--- src/rtl/ooo_settings.svh ---
/*
 * size settings for the rename and retire core
 * register counts, ROB depth and number of branch checkpoints
 */
`ifndef OOO_SETTINGS_SVH
`define OOO_SETTINGS_SVH

`define OOO_AREG_NUM	8	// architectural registers
`define OOO_PREG_NUM	16	// physical registers
`define OOO_ROB_DEPTH	8	// reorder buffer entries
`define OOO_BR_NUM	4	// branch tags, one map checkpoint each

// free list holds every preg not bound to an areg at reset
`define OOO_FL_DEPTH	(`OOO_PREG_NUM - `OOO_AREG_NUM)

`endif
--- src/rtl/ooo_ctrl_pkg.sv ---
/*
 * control encodings of the rename core
 */
`default_nettype none

package ooo_ctrl_pkg;
	// redirect handshake toward fetch
	typedef enum logic [1:0] {RD_IDLE, RD_REQ, RD_WAIT_LOW} redir_state_t;
endpackage

`default_nettype wire

--- src/rtl/ooo_types_pkg.sv ---
/*
 * datapath types of the rename core
 * register numbers, ROB and free-list pointers, branch tags
 */
`default_nettype none
`include "ooo_settings.svh"

package ooo_types_pkg;
	typedef logic [$clog2(`OOO_AREG_NUM)-1:0]	areg_t;		// architectural reg
	typedef logic [$clog2(`OOO_PREG_NUM)-1:0]	preg_t;		// physical reg
	typedef logic [$clog2(`OOO_ROB_DEPTH)-1:0]	rob_idx_t;	// ROB slot
	typedef logic [$clog2(`OOO_ROB_DEPTH):0]	rob_ptr_t;	// slot plus wrap bit
	typedef logic [$clog2(`OOO_FL_DEPTH):0]		fl_ptr_t;	// free-list slot plus wrap
	typedef logic [$clog2(`OOO_BR_NUM)-1:0]		br_tag_t;	// checkpoint tag
endpackage

`default_nettype wire

--- src/rtl/rename_core.sv ---
/*
 * rename and in-order retire core
 * ties ROB, free list, map table and redirect sequencer together
 * and forms dispatch ready
 */
`default_nettype none

module rename_core (
	input  wire logic			clk,
	input  wire logic			rst,
	input  wire logic			disp_valid_i,
	input  wire ooo_types_pkg::areg_t	disp_areg_i,
	input  wire logic			disp_br_i,
	input  wire logic			disp_pred_taken_i,
	input  wire ooo_types_pkg::br_tag_t	disp_br_tag_i,
	input  wire logic			cmpl_valid_i,
	input  wire ooo_types_pkg::rob_idx_t	cmpl_rob_idx_i,
	input  wire logic			cmpl_taken_i,
	input  wire logic			redirect_ack_i,
	output logic				disp_ready_o,
	output ooo_types_pkg::rob_idx_t		disp_rob_idx_o,
	output ooo_types_pkg::preg_t		disp_preg_o,
	output ooo_types_pkg::preg_t		disp_old_preg_o,
	output logic				retire_valid_o,
	output ooo_types_pkg::areg_t		retire_areg_o,
	output ooo_types_pkg::preg_t		retire_preg_o,
	output logic				redirect_req_o,
	output logic				redirect_taken_o
);
	import ooo_types_pkg::*;

	logic		disp_fire, alloc;
	logic		rob_full, fl_empty, redir_busy;
	preg_t		fl_head_preg, map_old_preg, ret_old_preg;
	fl_ptr_t	fl_head_ptr, flush_fl_head;
	br_tag_t	flush_br_tag;
	logic		ret_has_dest, rob_flush;

	// ----------------------------------------
	// dispatch control
	// ----------------------------------------
	assign disp_ready_o = !rob_full && !fl_empty && !redir_busy;
	assign disp_fire = disp_valid_i && disp_ready_o;
	assign alloc = disp_fire && !disp_br_i;	// only writers take a preg

	assign disp_preg_o = fl_head_preg;
	assign disp_old_preg_o = map_old_preg;

	rob u_rob (
		.clk, .rst,
		.disp_fire_i(disp_fire), .disp_areg_i, .disp_preg_i(fl_head_preg),
		.disp_old_preg_i(map_old_preg), .disp_br_i, .disp_pred_taken_i,
		.disp_br_tag_i, .disp_fl_head_i(fl_head_ptr),
		.cmpl_valid_i, .cmpl_rob_idx_i, .cmpl_taken_i,
		.full_o(rob_full), .tail_idx_o(disp_rob_idx_o),
		.retire_valid_o, .retire_areg_o, .retire_preg_o,
		.retire_old_preg_o(ret_old_preg), .retire_has_dest_o(ret_has_dest),
		.flush_o(rob_flush), .flush_fl_head_o(flush_fl_head),
		.flush_br_tag_o(flush_br_tag)
	);

	free_list u_free_list (
		.clk, .rst,
		.alloc_i(alloc),
		.free_valid_i(retire_valid_o && ret_has_dest),	// old mapping comes back
		.free_preg_i(ret_old_preg),
		.restore_i(rob_flush), .restore_head_i(flush_fl_head),
		.empty_o(fl_empty), .head_preg_o(fl_head_preg), .head_ptr_o(fl_head_ptr)
	);

	map_table u_map_table (
		.clk, .rst,
		.rd_areg_i(disp_areg_i),
		.wr_i(alloc), .wr_areg_i(disp_areg_i), .wr_preg_i(fl_head_preg),
		.ckpt_i(disp_fire && disp_br_i), .ckpt_tag_i(disp_br_tag_i),
		.restore_i(rob_flush), .restore_tag_i(flush_br_tag),
		.rd_preg_o(map_old_preg)
	);

	redirect_ctrl u_redirect_ctrl (
		.clk, .rst,
		.flush_i(rob_flush), .flush_taken_i(cmpl_taken_i), .redirect_ack_i,
		.busy_o(redir_busy), .redirect_req_o, .redirect_taken_o
	);

	// units are quiet during recovery, only the flushing completion itself overlaps busy
	a_no_cmpl_in_redirect: assert property (@(posedge clk) disable iff (rst)
		cmpl_valid_i |-> !redir_busy || rob_flush);

endmodule

`default_nettype wire

--- src/rtl/redirect_ctrl.sv ---
/*
 * redirect sequencer
 * four-phase req/ack toward fetch after a mispredict,
 * holds dispatch off until the handshake has closed
 */
`default_nettype none

module redirect_ctrl (
	input  wire logic	clk,
	input  wire logic	rst,
	input  wire logic	flush_i,
	input  wire logic	flush_taken_i,
	input  wire logic	redirect_ack_i,
	output logic		busy_o,
	output logic		redirect_req_o,
	output logic		redirect_taken_o
);
	import ooo_ctrl_pkg::*;

	redir_state_t	state_r, state_nxt;
	logic		req_r;
	logic		taken_r;	// resolved direction for fetch

	always_comb begin
		state_nxt = state_r;
		case (state_r)
			RD_IDLE:	if (flush_i) state_nxt = RD_REQ;
			RD_REQ:		if (redirect_ack_i) state_nxt = RD_WAIT_LOW;
			RD_WAIT_LOW:	if (!redirect_ack_i) state_nxt = RD_IDLE;
			default:	state_nxt = RD_IDLE;
		endcase
	end

	always_ff @(posedge clk) begin
		if (rst) begin
			state_r <= RD_IDLE;
			req_r <= 1'b0;
			taken_r <= 1'b0;
		end else begin
			state_r <= state_nxt;
			req_r <= (state_nxt == RD_REQ);	// drops on the edge ack is seen
			if (state_r == RD_IDLE && flush_i)
				taken_r <= flush_taken_i;
		end
	end

	// flush cycle blocks too, its dispatch would be squashed
	assign busy_o = flush_i || (state_r != RD_IDLE);
	assign redirect_req_o = req_r;
	assign redirect_taken_o = taken_r;

endmodule

`default_nettype wire

--- src/rtl/map_table.sv ---
/*
 * rename map table
 * current areg to preg mapping with one checkpoint copy per branch tag,
 * saved at branch dispatch and copied back on a mispredict
 */
`default_nettype none
`include "ooo_settings.svh"

module map_table (
	input  wire logic			clk,
	input  wire logic			rst,
	input  wire ooo_types_pkg::areg_t	rd_areg_i,
	input  wire logic			wr_i,
	input  wire ooo_types_pkg::areg_t	wr_areg_i,
	input  wire ooo_types_pkg::preg_t	wr_preg_i,
	input  wire logic			ckpt_i,
	input  wire ooo_types_pkg::br_tag_t	ckpt_tag_i,
	input  wire logic			restore_i,
	input  wire ooo_types_pkg::br_tag_t	restore_tag_i,
	output ooo_types_pkg::preg_t		rd_preg_o
);
	import ooo_types_pkg::*;

	localparam int AREGS = `OOO_AREG_NUM;
	localparam int CKPTS = `OOO_BR_NUM;

	preg_t	map_r	[AREGS];
	preg_t	ckpt_r	[CKPTS][AREGS];	// snapshot per in-flight branch

	// ----------------------------------------
	// lookup, old mapping before this rename
	// ----------------------------------------
	assign rd_preg_o = map_r[rd_areg_i];

	always_ff @(posedge clk) begin
		if (rst) begin
			for (int r = 0; r < AREGS; r++)
				map_r[r] <= preg_t'(r);	// identity map
		end else if (restore_i) begin
			map_r <= ckpt_r[restore_tag_i];	// back to the state at the branch
		end else if (wr_i) begin
			map_r[wr_areg_i] <= wr_preg_i;
		end
	end

	// branches never rename, so the snapshot is the map as it stands
	always_ff @(posedge clk) begin
		if (ckpt_i)
			ckpt_r[ckpt_tag_i] <= map_r;
	end

endmodule

`default_nettype wire

--- src/rtl/free_list.sv ---
/*
 * free list of physical registers
 * circular FIFO, allocation at the head, returns at the tail,
 * head restore on a mispredict reclaims the younger allocations
 */
`default_nettype none
`include "ooo_settings.svh"

module free_list (
	input  wire logic			clk,
	input  wire logic			rst,
	input  wire logic			alloc_i,
	input  wire logic			free_valid_i,
	input  wire ooo_types_pkg::preg_t	free_preg_i,
	input  wire logic			restore_i,
	input  wire ooo_types_pkg::fl_ptr_t	restore_head_i,
	output logic				empty_o,
	output ooo_types_pkg::preg_t		head_preg_o,
	output ooo_types_pkg::fl_ptr_t		head_ptr_o
);
	import ooo_types_pkg::*;

	localparam int DEPTH = `OOO_FL_DEPTH;
	localparam int IDX_W = $bits(fl_ptr_t) - 1;

	preg_t		mem_r [DEPTH];
	fl_ptr_t	head_r, tail_r;

	assign empty_o = (head_r == tail_r);
	assign head_preg_o = mem_r[head_r[IDX_W-1:0]];	// next register handed out
	assign head_ptr_o = head_r;

	always_ff @(posedge clk) begin
		if (rst) begin
			head_r <= '0;
			tail_r <= fl_ptr_t'(DEPTH);	// full, wrap bits differ
			// pregs above the identity map start free, in order
			for (int i = 0; i < DEPTH; i++)
				mem_r[i] <= preg_t'(`OOO_AREG_NUM + i);
		end else begin
			if (restore_i)
				head_r <= restore_head_i;
			else if (alloc_i)
				head_r <= head_r + 1'b1;
			// a retire in the flush cycle still lands
			if (free_valid_i) begin
				mem_r[tail_r[IDX_W-1:0]] <= free_preg_i;
				tail_r <= tail_r + 1'b1;
			end
		end
	end

	a_fl_no_underflow: assert property (@(posedge clk) disable iff (rst)
		alloc_i |-> !empty_o);

endmodule

`default_nettype wire

--- src/rtl/rob.sv ---
/*
 * reorder buffer
 * allocates at the tail, marks done by index, retires done entries in order
 * from the head, and on a branch mispredict rolls the tail back to just
 * after the branch while handing out the saved free-list head and tag
 */
`default_nettype none
`include "ooo_settings.svh"

module rob (
	input  wire logic			clk,
	input  wire logic			rst,
	// dispatch side
	input  wire logic			disp_fire_i,
	input  wire ooo_types_pkg::areg_t	disp_areg_i,
	input  wire ooo_types_pkg::preg_t	disp_preg_i,
	input  wire ooo_types_pkg::preg_t	disp_old_preg_i,
	input  wire logic			disp_br_i,
	input  wire logic			disp_pred_taken_i,
	input  wire ooo_types_pkg::br_tag_t	disp_br_tag_i,
	input  wire ooo_types_pkg::fl_ptr_t	disp_fl_head_i,
	// completion from the functional units
	input  wire logic			cmpl_valid_i,
	input  wire ooo_types_pkg::rob_idx_t	cmpl_rob_idx_i,
	input  wire logic			cmpl_taken_i,
	output logic				full_o,
	output ooo_types_pkg::rob_idx_t		tail_idx_o,
	// retire side
	output logic				retire_valid_o,
	output ooo_types_pkg::areg_t		retire_areg_o,
	output ooo_types_pkg::preg_t		retire_preg_o,
	output ooo_types_pkg::preg_t		retire_old_preg_o,
	output logic				retire_has_dest_o,
	// early recovery
	output logic				flush_o,
	output ooo_types_pkg::fl_ptr_t		flush_fl_head_o,
	output ooo_types_pkg::br_tag_t		flush_br_tag_o
);
	import ooo_types_pkg::*;

	localparam int DEPTH = `OOO_ROB_DEPTH;
	localparam int IDX_W = $bits(rob_idx_t);

	// ----------------------------------------
	// entry payload, written at dispatch only
	// ----------------------------------------
	areg_t		areg_r		[DEPTH];
	preg_t		preg_r		[DEPTH];	// new mapping
	preg_t		old_preg_r	[DEPTH];	// mapping replaced, freed at retire
	logic		br_r		[DEPTH];
	logic		pred_r		[DEPTH];	// predicted direction
	br_tag_t	tag_r		[DEPTH];
	fl_ptr_t	fl_head_r	[DEPTH];	// free-list head when dispatched

	logic [DEPTH-1:0]	done_r;
	rob_ptr_t		head_r, tail_r;
	rob_ptr_t		br_ptr;		// full pointer of the completing entry
	rob_idx_t		head_idx, tail_idx;
	logic			empty;

	assign head_idx = head_r[IDX_W-1:0];
	assign tail_idx = tail_r[IDX_W-1:0];
	assign tail_idx_o = tail_idx;

	assign empty = (head_r == tail_r);
	// same slot, opposite lap
	assign full_o = (head_r[IDX_W] != tail_r[IDX_W]) && (head_idx == tail_idx);

	// ----------------------------------------
	// retire
	// ----------------------------------------
	assign retire_valid_o = !empty && done_r[head_idx];
	assign retire_has_dest_o = !br_r[head_idx];	// branches carry no destination
	assign retire_areg_o = retire_has_dest_o ? areg_r[head_idx] : '0;
	assign retire_preg_o = retire_has_dest_o ? preg_r[head_idx] : '0;
	assign retire_old_preg_o = old_preg_r[head_idx];

	// ----------------------------------------
	// mispredict detection
	// ----------------------------------------
	assign flush_o = cmpl_valid_i && br_r[cmpl_rob_idx_i]
		&& (pred_r[cmpl_rob_idx_i] != cmpl_taken_i);
	assign flush_fl_head_o = fl_head_r[cmpl_rob_idx_i];
	assign flush_br_tag_o = tag_r[cmpl_rob_idx_i];

	// a slot below the head index sits one lap ahead of it
	assign br_ptr = {(cmpl_rob_idx_i >= head_idx) ? head_r[IDX_W] : ~head_r[IDX_W],
		cmpl_rob_idx_i};

	always_ff @(posedge clk) begin
		if (rst) begin
			head_r <= '0;
			tail_r <= '0;
			done_r <= '0;
		end else begin
			if (retire_valid_o)
				head_r <= head_r + 1'b1;
			if (flush_o)
				tail_r <= br_ptr + 1'b1;	// drop everything younger
			else if (disp_fire_i)
				tail_r <= tail_r + 1'b1;
			if (disp_fire_i)
				done_r[tail_idx] <= 1'b0;	// slot may hold a squashed entry
			if (cmpl_valid_i)
				done_r[cmpl_rob_idx_i] <= 1'b1;
		end
	end

	always_ff @(posedge clk) begin
		if (disp_fire_i) begin
			areg_r[tail_idx] <= disp_areg_i;
			preg_r[tail_idx] <= disp_preg_i;
			old_preg_r[tail_idx] <= disp_old_preg_i;
			br_r[tail_idx] <= disp_br_i;
			pred_r[tail_idx] <= disp_pred_taken_i;
			tag_r[tail_idx] <= disp_br_tag_i;
			fl_head_r[tail_idx] <= disp_fl_head_i;
		end
	end

	// dispatch ready is formed in the top from full_o
	a_rob_no_overflow: assert property (@(posedge clk) disable iff (rst)
		disp_fire_i |-> !full_o);

endmodule

`default_nettype wire

--- config.mk ---
export PLATFORM = sky130hd
export DESIGN_NAME = rename_core
export DESIGN_NICKNAME = d
export VERILOG_FILES = /design/src/rtl/ooo_ctrl_pkg.sv /design/src/rtl/ooo_types_pkg.sv /design/src/rtl/rename_core.sv /design/src/rtl/redirect_ctrl.sv /design/src/rtl/map_table.sv /design/src/rtl/free_list.sv /design/src/rtl/rob.sv
export VERILOG_INCLUDE_DIRS = /design/src /design/src/rtl
export SDC_FILE = /design/constraint.sdc
export NUM_CORES = 1
export LEC_CHECK = 0
export ABC_AREA = 1
export ABC_CLOCK_PERIOD_IN_PS = 4000
export BUFFER_PORTS_ARGS = -buffer_cell sky130_fd_sc_hd__buf_2
export CORE_ASPECT_RATIO = 1.4
export CORE_MARGIN = 2
export CORE_UTILIZATION = 46
export CTS_BUF_LIST = sky130_fd_sc_hd__clkbuf_8
export DETAILED_ROUTE_END_ITERATION = 12
export HOLD_SLACK_MARGIN = 0.06
export PLACE_DENSITY = 0.66
export RECOVER_POWER = 50
export SLEW_MARGIN = 20
export SYNTH_ARGS = -nofsm -noshare
export SYNTH_HDL_FRONTEND = slang
export SYNTH_SLANG_ARGS = --single-unit
--- constraint.sdc ---
create_clock -name clk -period 4 [get_ports clk]
set_input_delay 0.4 -clock clk [delete_from_list [all_inputs] [get_ports clk]]
set_output_delay 0.4 -clock clk [all_outputs]
set_load 0.005 [all_outputs]
## Word level (Yosys, flattened, before mapping)

Memories as Yosys holds them, arrays and structs flattened. A register that Yosys moved wholly into a read port is not among the register bits.
Cells that the tools add are included.

- Logic and storage cells: 127
- RAM bits: 312
- Input bits: 16
- Register bits: 60
- Memories: 9
- Output and inout bits: 22

- Reduce and logical (&&, ||, !) cells: 26
- Order comparisons: 8
- Bitwise operators: 5
- Eq/ne operators: 8
- Add/subtract/negate cells: 5
- Mux-type cells: 50

Memories:

| name | depth | bits a word | rd ports | clocked after memory_dff | write ports | RTL line | source |
|---|---|---|---|---|---|---|---|
| u_map_table.ckpt_r | 4 | 32 | 1 | 0 | 1 | map_table.sv:28 | `preg_t ckpt_r [CKPTS][AREGS];` |
| u_free_list.mem_r | 8 | 4 | 1 | 1 | 8 | free_list.sv:26 | `preg_t mem_r [DEPTH];` |
| u_rob.fl_head_r | 8 | 4 | 1 | 0 | 1 | rob.sv:53 | `fl_ptr_t fl_head_r [DEPTH];` |
| u_rob.old_preg_r | 8 | 4 | 1 | 1 | 1 | rob.sv:49 | `preg_t old_preg_r [DEPTH];` |
| u_rob.preg_r | 8 | 4 | 1 | 1 | 1 | rob.sv:48 | `preg_t preg_r [DEPTH];` |
| u_rob.areg_r | 8 | 3 | 1 | 1 | 1 | rob.sv:47 | `areg_t areg_r [DEPTH];` |
| 3 more memories | - | - | - | - | - | - |  |

Operator list:

| kind | count |
|---|---|
| two-way mux 32 bit | 2 |
| two-way mux 3 bit | 12 |
| two-way mux 4 bit | 9 |
| bitwise mux 32 bit | 1 |
| two-way mux 8 bit | 3 |
| adder 4 x 1 -> 4 bit (second input constant) | 5 |
| logical AND 1 bit | 14 |
| two-way mux 1 bit | 14 |
| binary-select mux 4 bit (select 3 bit) | 1 |
| demux 4 bit (select 3 bit) | 1 |
| less-than comparator 3 x 4 -> 1 bit (second input constant) | 3 |
| AND 8 bit | 1 |
| equality test 4 bit | 2 |
| NOT 8 bit | 1 |
| bitwise OR 8 bit | 1 |
| demux 1 bit (select 3 bit) | 2 |
| >= comparator 3 x 1 -> 1 bit (second input constant) | 2 |
| zero test 1 bit | 6 |
| two-way mux 2 bit | 3 |
| one-hot mux 2 bit (3 select lines) | 1 |
| nonzero test 2 bit | 3 |
| equality test 2 x 1 -> 1 bit (second input constant) | 2 |
| >= comparator 4 bit (second input constant) | 1 |
| less-than comparator 4 x 1 -> 1 bit (second input constant) | 1 |
| other kinds (10) | 11 |

## Longest topological paths before layout

An unclocked memory read counts as a cell.

- Word-level depth: 12
- Gate-level depth with buffers: 17
- Depth with buffers taken out: 15

## By module

From an unflattened synthesis, not the netlist that was laid out.

- Cells, all modules: 1647
- Area, all modules: 16565.9 um2

Modules (own cells, without submodules):

| module | area an instance (um2) | cells each | times used |
|---|---|---|---|
| rob | 7188.1 | 616 | 1 |
| map_table | 7050.5 | 732 | 1 |
| free_list | 2122.0 | 267 | 1 |
| redirect_ctrl | 157.7 | 22 | 1 |
| rename_core | 47.5 | 10 | 1 |

## Worst setup path after synthesis

OpenSTA, ideal clock, no wires.

- Path type: input to register
- From: in cmpl_rob_idx_i[0]
- To: mem u_map_table.ckpt_r[0][0] (netlist name), enable pin
- Arrival: 3.716 ns
- Setup slack: -0.178 ns
- Required time: 3.539 ns
- Stages: 12
- Cell sequence: inv_1 buf_2 nand2_1 nand3_1 nand2_1 nor2_1 nor2_4 nand3_2 nand3_2 inv_1 nand2_1 nor3_1

- Word-level cells in the longest chain between the ends: 10
- Elaborated cells on any way between the ends: 12
- Classes of those cells: 1 x eq/ne; 2 x mux; 7 x reduce/logical; 2 x memory

Ends and longest elaborated chain:

| element | RTL line | source |
|---|---|---|
| from (decl) | rename_core.sv:17 | `input wire ooo_types_pkg::rob_idx_t cmpl_rob_idx_i,` |
| memory (8 x 1 bit), on equally long branches | - |  |
| inequality test 1 bit / logical AND 1 bit (equally long branches) | rob.sv:82, rob.sv:81 |  |
| logical AND 1 bit * | rob.sv:82 | `&& (pred_r[cmpl_rob_idx_i] != cmpl_taken_i);` |
| logical OR 1 bit * | redirect_ctrl.sv:48 | `assign busy_o = flush_i \|\| (state_r != RD_IDLE);` |
| zero test 1 bit * | rename_core.sv:42 | `assign disp_ready_o = !rob_full && !fl_empty && !redir_busy;` |
| logical AND 1 bit * | rename_core.sv:42 |  |
| logical AND 1 bit * | rename_core.sv:43 | `assign disp_fire = disp_valid_i && disp_ready_o;` |
| logical AND 1 bit * | rename_core.sv:75 | `.ckpt_i(disp_fire && disp_br_i), .ckpt_tag_i(disp_br_tag_i),` |
| two-way mux 1 bit * | map_table.sv:48 | `if (ckpt_i)` |
| two-way mux 1 bit (not written as such) * | map_table.sv:49 | `ckpt_r[ckpt_tag_i] <= map_r;` |
| to (decl) | map_table.sv:28 |  |

Mark *: on every way between the ends. The rest lies on a longest branch, timed or not.

==> results.md <==
* Crit path time final at 3420 ps
* Number of buffers created by CTS at 53
* Max-cap violation count at 0
* Initial antenna violation count at 0
* Pin count of the biggest net entering global routing at 65
* Clock root buffer: clkbuf_8
* Sequential fraction of the synthesis area at 67.1%
* Warnings, synthesis at 0
* Number of iterations in the first detailed-routing pass at 5
* Status: finished, final reports clean
* Hpwl dp at 23600 µm
* Worst setup EP type: output port
* Kind of critical path: flip-flop to output port
* Row count at 80
* HP Class: input port to flip-flop
* Worst-path clk slew at 70 ps
* Post-layout util at 52.0%
* Final hold violation count at 0
* Sequential power share at 52.1%
* Fmax at 292 MHz
* Worst slew pin tran at 1430 ps
* Final WL at 38100 µm
* Core box area at 34100 µm²
* Initial Utilization at 46.7%
* Final routed DRC violation total at 0
* H-tree levels at 2
* Max stage delay cell, worst path: dfxtp_1
* Worst Skew at 37.3 ps
* Nets at 1622
* Gpl congestion at 0.855
* Clock Power Share at 32.8%
* Sw frac at 28.4%
* Crit path max-delay family: buffers and inverters
* Hold Slack at 110 ps
* PD cells at 502 nW/µm²
* Gr ovfl total at 0
* # fillers at 3013
* Cts-stage hold buffer count at 2
* WP buf/inv at 4
* Via count of the first global-routing pass at 11200
* Die width at 161 µm
* Crit path largest cell delay at 660 ps
* VDD IR max at 0.237 mV
* Overall routing resource usage at 21.1%
* First-pass GRT wire length at 59100 µm
* Unrepaired setup endpoints after global routing: no
* Synthesized flop and latch total at 378
* Syn_area_per_cell at 10.4 µm²
* Arr. time, crit path at 3020 ps
* Layout area overhead at 11.5%
* Mapped cell area at 15900 µm²
* Netlist cell types at 42
* Post-CTS Repair Setup Buffers at 0
* Worst setup SP type: flip-flop
* Sw power at 2.53 mW
* Combinational share of power at 15.1%
* Syn nets at 1559
* Most common cell type on the critical path: inv_1
* Clock insertion delay at the later pin of the skew report at 620 ps
* Final-report setup violation count at 0
* Die area at 36200 µm²
* DIE HEIGHT at 224 µm
* IO Count at 38
* Share of cells above drive strength 1 at 9.80%
* Vias per cell at 5.38
* Per-cell routed wire length at 18.2 µm
* Resized cells post-CTS at 0
* CTS tree: built
* Period utilization at 85.6%
* Clk buf depth at 3
* Starting DRT DRC Count at 936
* Cell Chain, Critical Path: inv_1, nor2_1, o32ai_1, o21ai_0, clkbuf_1, inv_1, buf_2
* Power Internal at 6.39 mW
* CTS Sinks at 378
* Routed vias at 11300
* Max-slew violations at 0
* Gate count of the mapped netlist at 1536
* Slew headroom at 4.83%
* Routed Antenna Nets at 0
* Input/output buffers at 37
* Static Leak at 6.77 nW
* Crit-path max FO at 17
* Req. time, crit path at 3600 ps
==> metal layers <==
layer  vias up  wire [µm]  GRT usage (%)
met1      5411      15200           24.6
met2       322      19700           38.5
met5         -          0              0
met4         0       1340           9.16
li1       5432          -              -
met3       107       1870           3.07
==> stage by stage <==
step | std cells | setup slack (ps) | area, µm² | TNS [ps] | power (mW)
after detailed placement | 1993 | 680 | 16700 | 0 | 6.08
after global placement | 1993 | 748 | 16700 | 0 | 6.05
after floorplan | 1536 | -178 | 15900 | -22740 | 5.52
after global routing | 2094 | 296 | 17800 | 0 | 9.30
final | 2095 | 576 | 17800 | 0 | 8.92
after CTS | 2094 | 732 | 17800 | 0 | 9.00
==> path summary, 6_finish.rpt <==
check                                     to  slack [ps]  cells after the start                        from
setup / recovery              disp_preg_o[2]         580                      7                   flip-flop
hold reg to reg   u_redirect_ctrl.state_r[1]         460                      1  u_redirect_ctrl.state_r[1]
setup reg to reg      u_rob.old_preg_r[1][2]         800                     11             u_rob.pred_r[6]
hold / removal               u_rob.done_r[6]         110                      3                cmpl_valid_i
==> area by class of cell <==
class,count,area (µm²),share of cell area (%)
Sequential cell,378,10700,60.2
Inverter,114,428,2.41
Tap cell,451,564,3.18
Timing Repair Buffer,75,462,2.60
Antenna cell,1,2.50,0.0141
Multi-Input combinational cell,977,4570,25.7
Clock buffer,63,867,4.88
Clock inverter,36,180,1.01
==> cell usage after synthesis <==
| master | n | area [µm²] |
|---|---|---|
| buf_4 | 5 | 37.5 |
| nand2_1 | 319 | 1200 |
| dfxtp_1 | 66 | 1320 |
| o21bai_1 | 1 | 7.51 |
| nand3_2 | 2 | 20.0 |
| nor3_1 | 12 | 60.1 |
| o211ai_1 | 3 | 22.5 |
| inv_1 | 109 | 409 |
| nand2_2 | 6 | 37.5 |
| a22oi_1 | 2 | 15.0 |
| o21ai_0 | 151 | 756 |
| or2_0 | 1 | 6.26 |
| inv_2 | 3 | 11.3 |
| nor2_2 | 1 | 6.26 |
| clkbuf_1 | 52 | 195 |
| a41oi_1 | 2 | 17.5 |
| a221oi_1 | 3 | 26.3 |
| nand3b_1 | 1 | 7.51 |
| o21a_1 | 6 | 45.0 |
| o21ai_1 | 6 | 30.0 |
| mux2i_1 | 2 | 20.0 |
| o221ai_1 | 6 | 52.6 |
| xor2_1 | 4 | 35.0 |
| a211oi_1 | 2 | 15.0 |
| buf_1 | 3 | 11.3 |
| nor3b_1 | 2 | 15.0 |
| nand3_1 | 90 | 450 |
| edfxtp_1 | 312 | 9370 |
| or2_2 | 1 | 6.26 |
| xnor2_1 | 7 | 61.3 |
| clkinv_1 | 2 | 7.51 |
| nor2_1 | 239 | 897 |
| ha_1 | 7 | 87.6 |
| o2111ai_1 | 4 | 35.0 |
| nand4_1 | 7 | 43.8 |
| o21ai_2 | 2 | 17.5 |
| a21oi_1 | 29 | 145 |
| buf_2 | 7 | 35.0 |
| o2bb2ai_1 | 1 | 8.76 |
| nor2_4 | 3 | 33.8 |
| o22ai_1 | 51 | 319 |
| o32ai_1 | 4 | 35.0 |
==> state kept, by name, indices dropped and copies added, names as in the netlist, 8 cells and up, named ones only <==
name / flops
u_map_table.ckpt_r: 128
u_free_list.mem_r: 32
u_map_table.map_r: 32
u_rob.fl_head_r: 32
u_rob.old_preg_r: 32
u_rob.preg_r: 32
u_rob.areg_r: 24
u_rob.tag_r: 16
u_rob.br_r: 8
u_rob.done_r: 8
u_rob.pred_r: 8
==> cell families (layout without fill, tap and decap cells) <==
logic type	Yosys count	in the layout	synth area share, %
XOR/XNOR	11	11	0.605
AND/OR/NAND/NOR	684	684	17.5
flip-flops	378	378	67.1
adder cells (fa/ha/maj)	7	7	0.550
AO/OA/AOI/OAI	273	273	9.72
buffers and inverters	181	288	4.44
other	0	1	0
multiplexers	2	2	0.126
==> cells in the final DEF (no fill, tap or decap), types with 5 or more instances in the layout <==
| master | n |
|---|---|
| nand2_1 | 320 |
| edfxtp_1 | 312 |
| nor2_1 | 229 |
| o21ai_0 | 152 |
| inv_1 | 129 |
| nand3_1 | 92 |
| dfxtp_1 | 66 |
| clkbuf_8 | 63 |
| o22ai_1 | 51 |
| buf_4 | 31 |
| a21oi_1 | 29 |
| buf_2 | 27 |
| clkbuf_1 | 12 |
| nor2_2 | 10 |
| nor3_1 | 8 |
| clkinv_1 | 8 |
| xnor2_1 | 7 |
| nand4_1 | 7 |
| ha_1 | 7 |
| clkinv_2 | 7 |
| o221ai_1 | 6 |
| o21ai_1 | 6 |
| o21a_1 | 6 |
| nand2_2 | 5 |
==> power groups by stage <==
stage	Sequential [mW]	Clock [mW]	Combinational, mW
after floorplan	4.67	0	0.853
after global placement	4.72	0	1.33
after detailed placement	4.72	0	1.36
after CTS	4.64	2.99	1.36
after global routing	4.66	3.14	1.49
final	4.64	2.93	1.35
==> worst register-to-register path, delay by kind of cell (launching register included) <==
| kind | cells | cell delay, ps |
|---|---|---|
| buffers and inverters | 3 | 610 |
| AND/OR/NAND/NOR | 7 | 1390 |
| flip-flops | 1 | 380 |
| AO/OA/AOI/OAI | 1 | 400 |
Note: power is estimated with default switching activity, not from simulation.
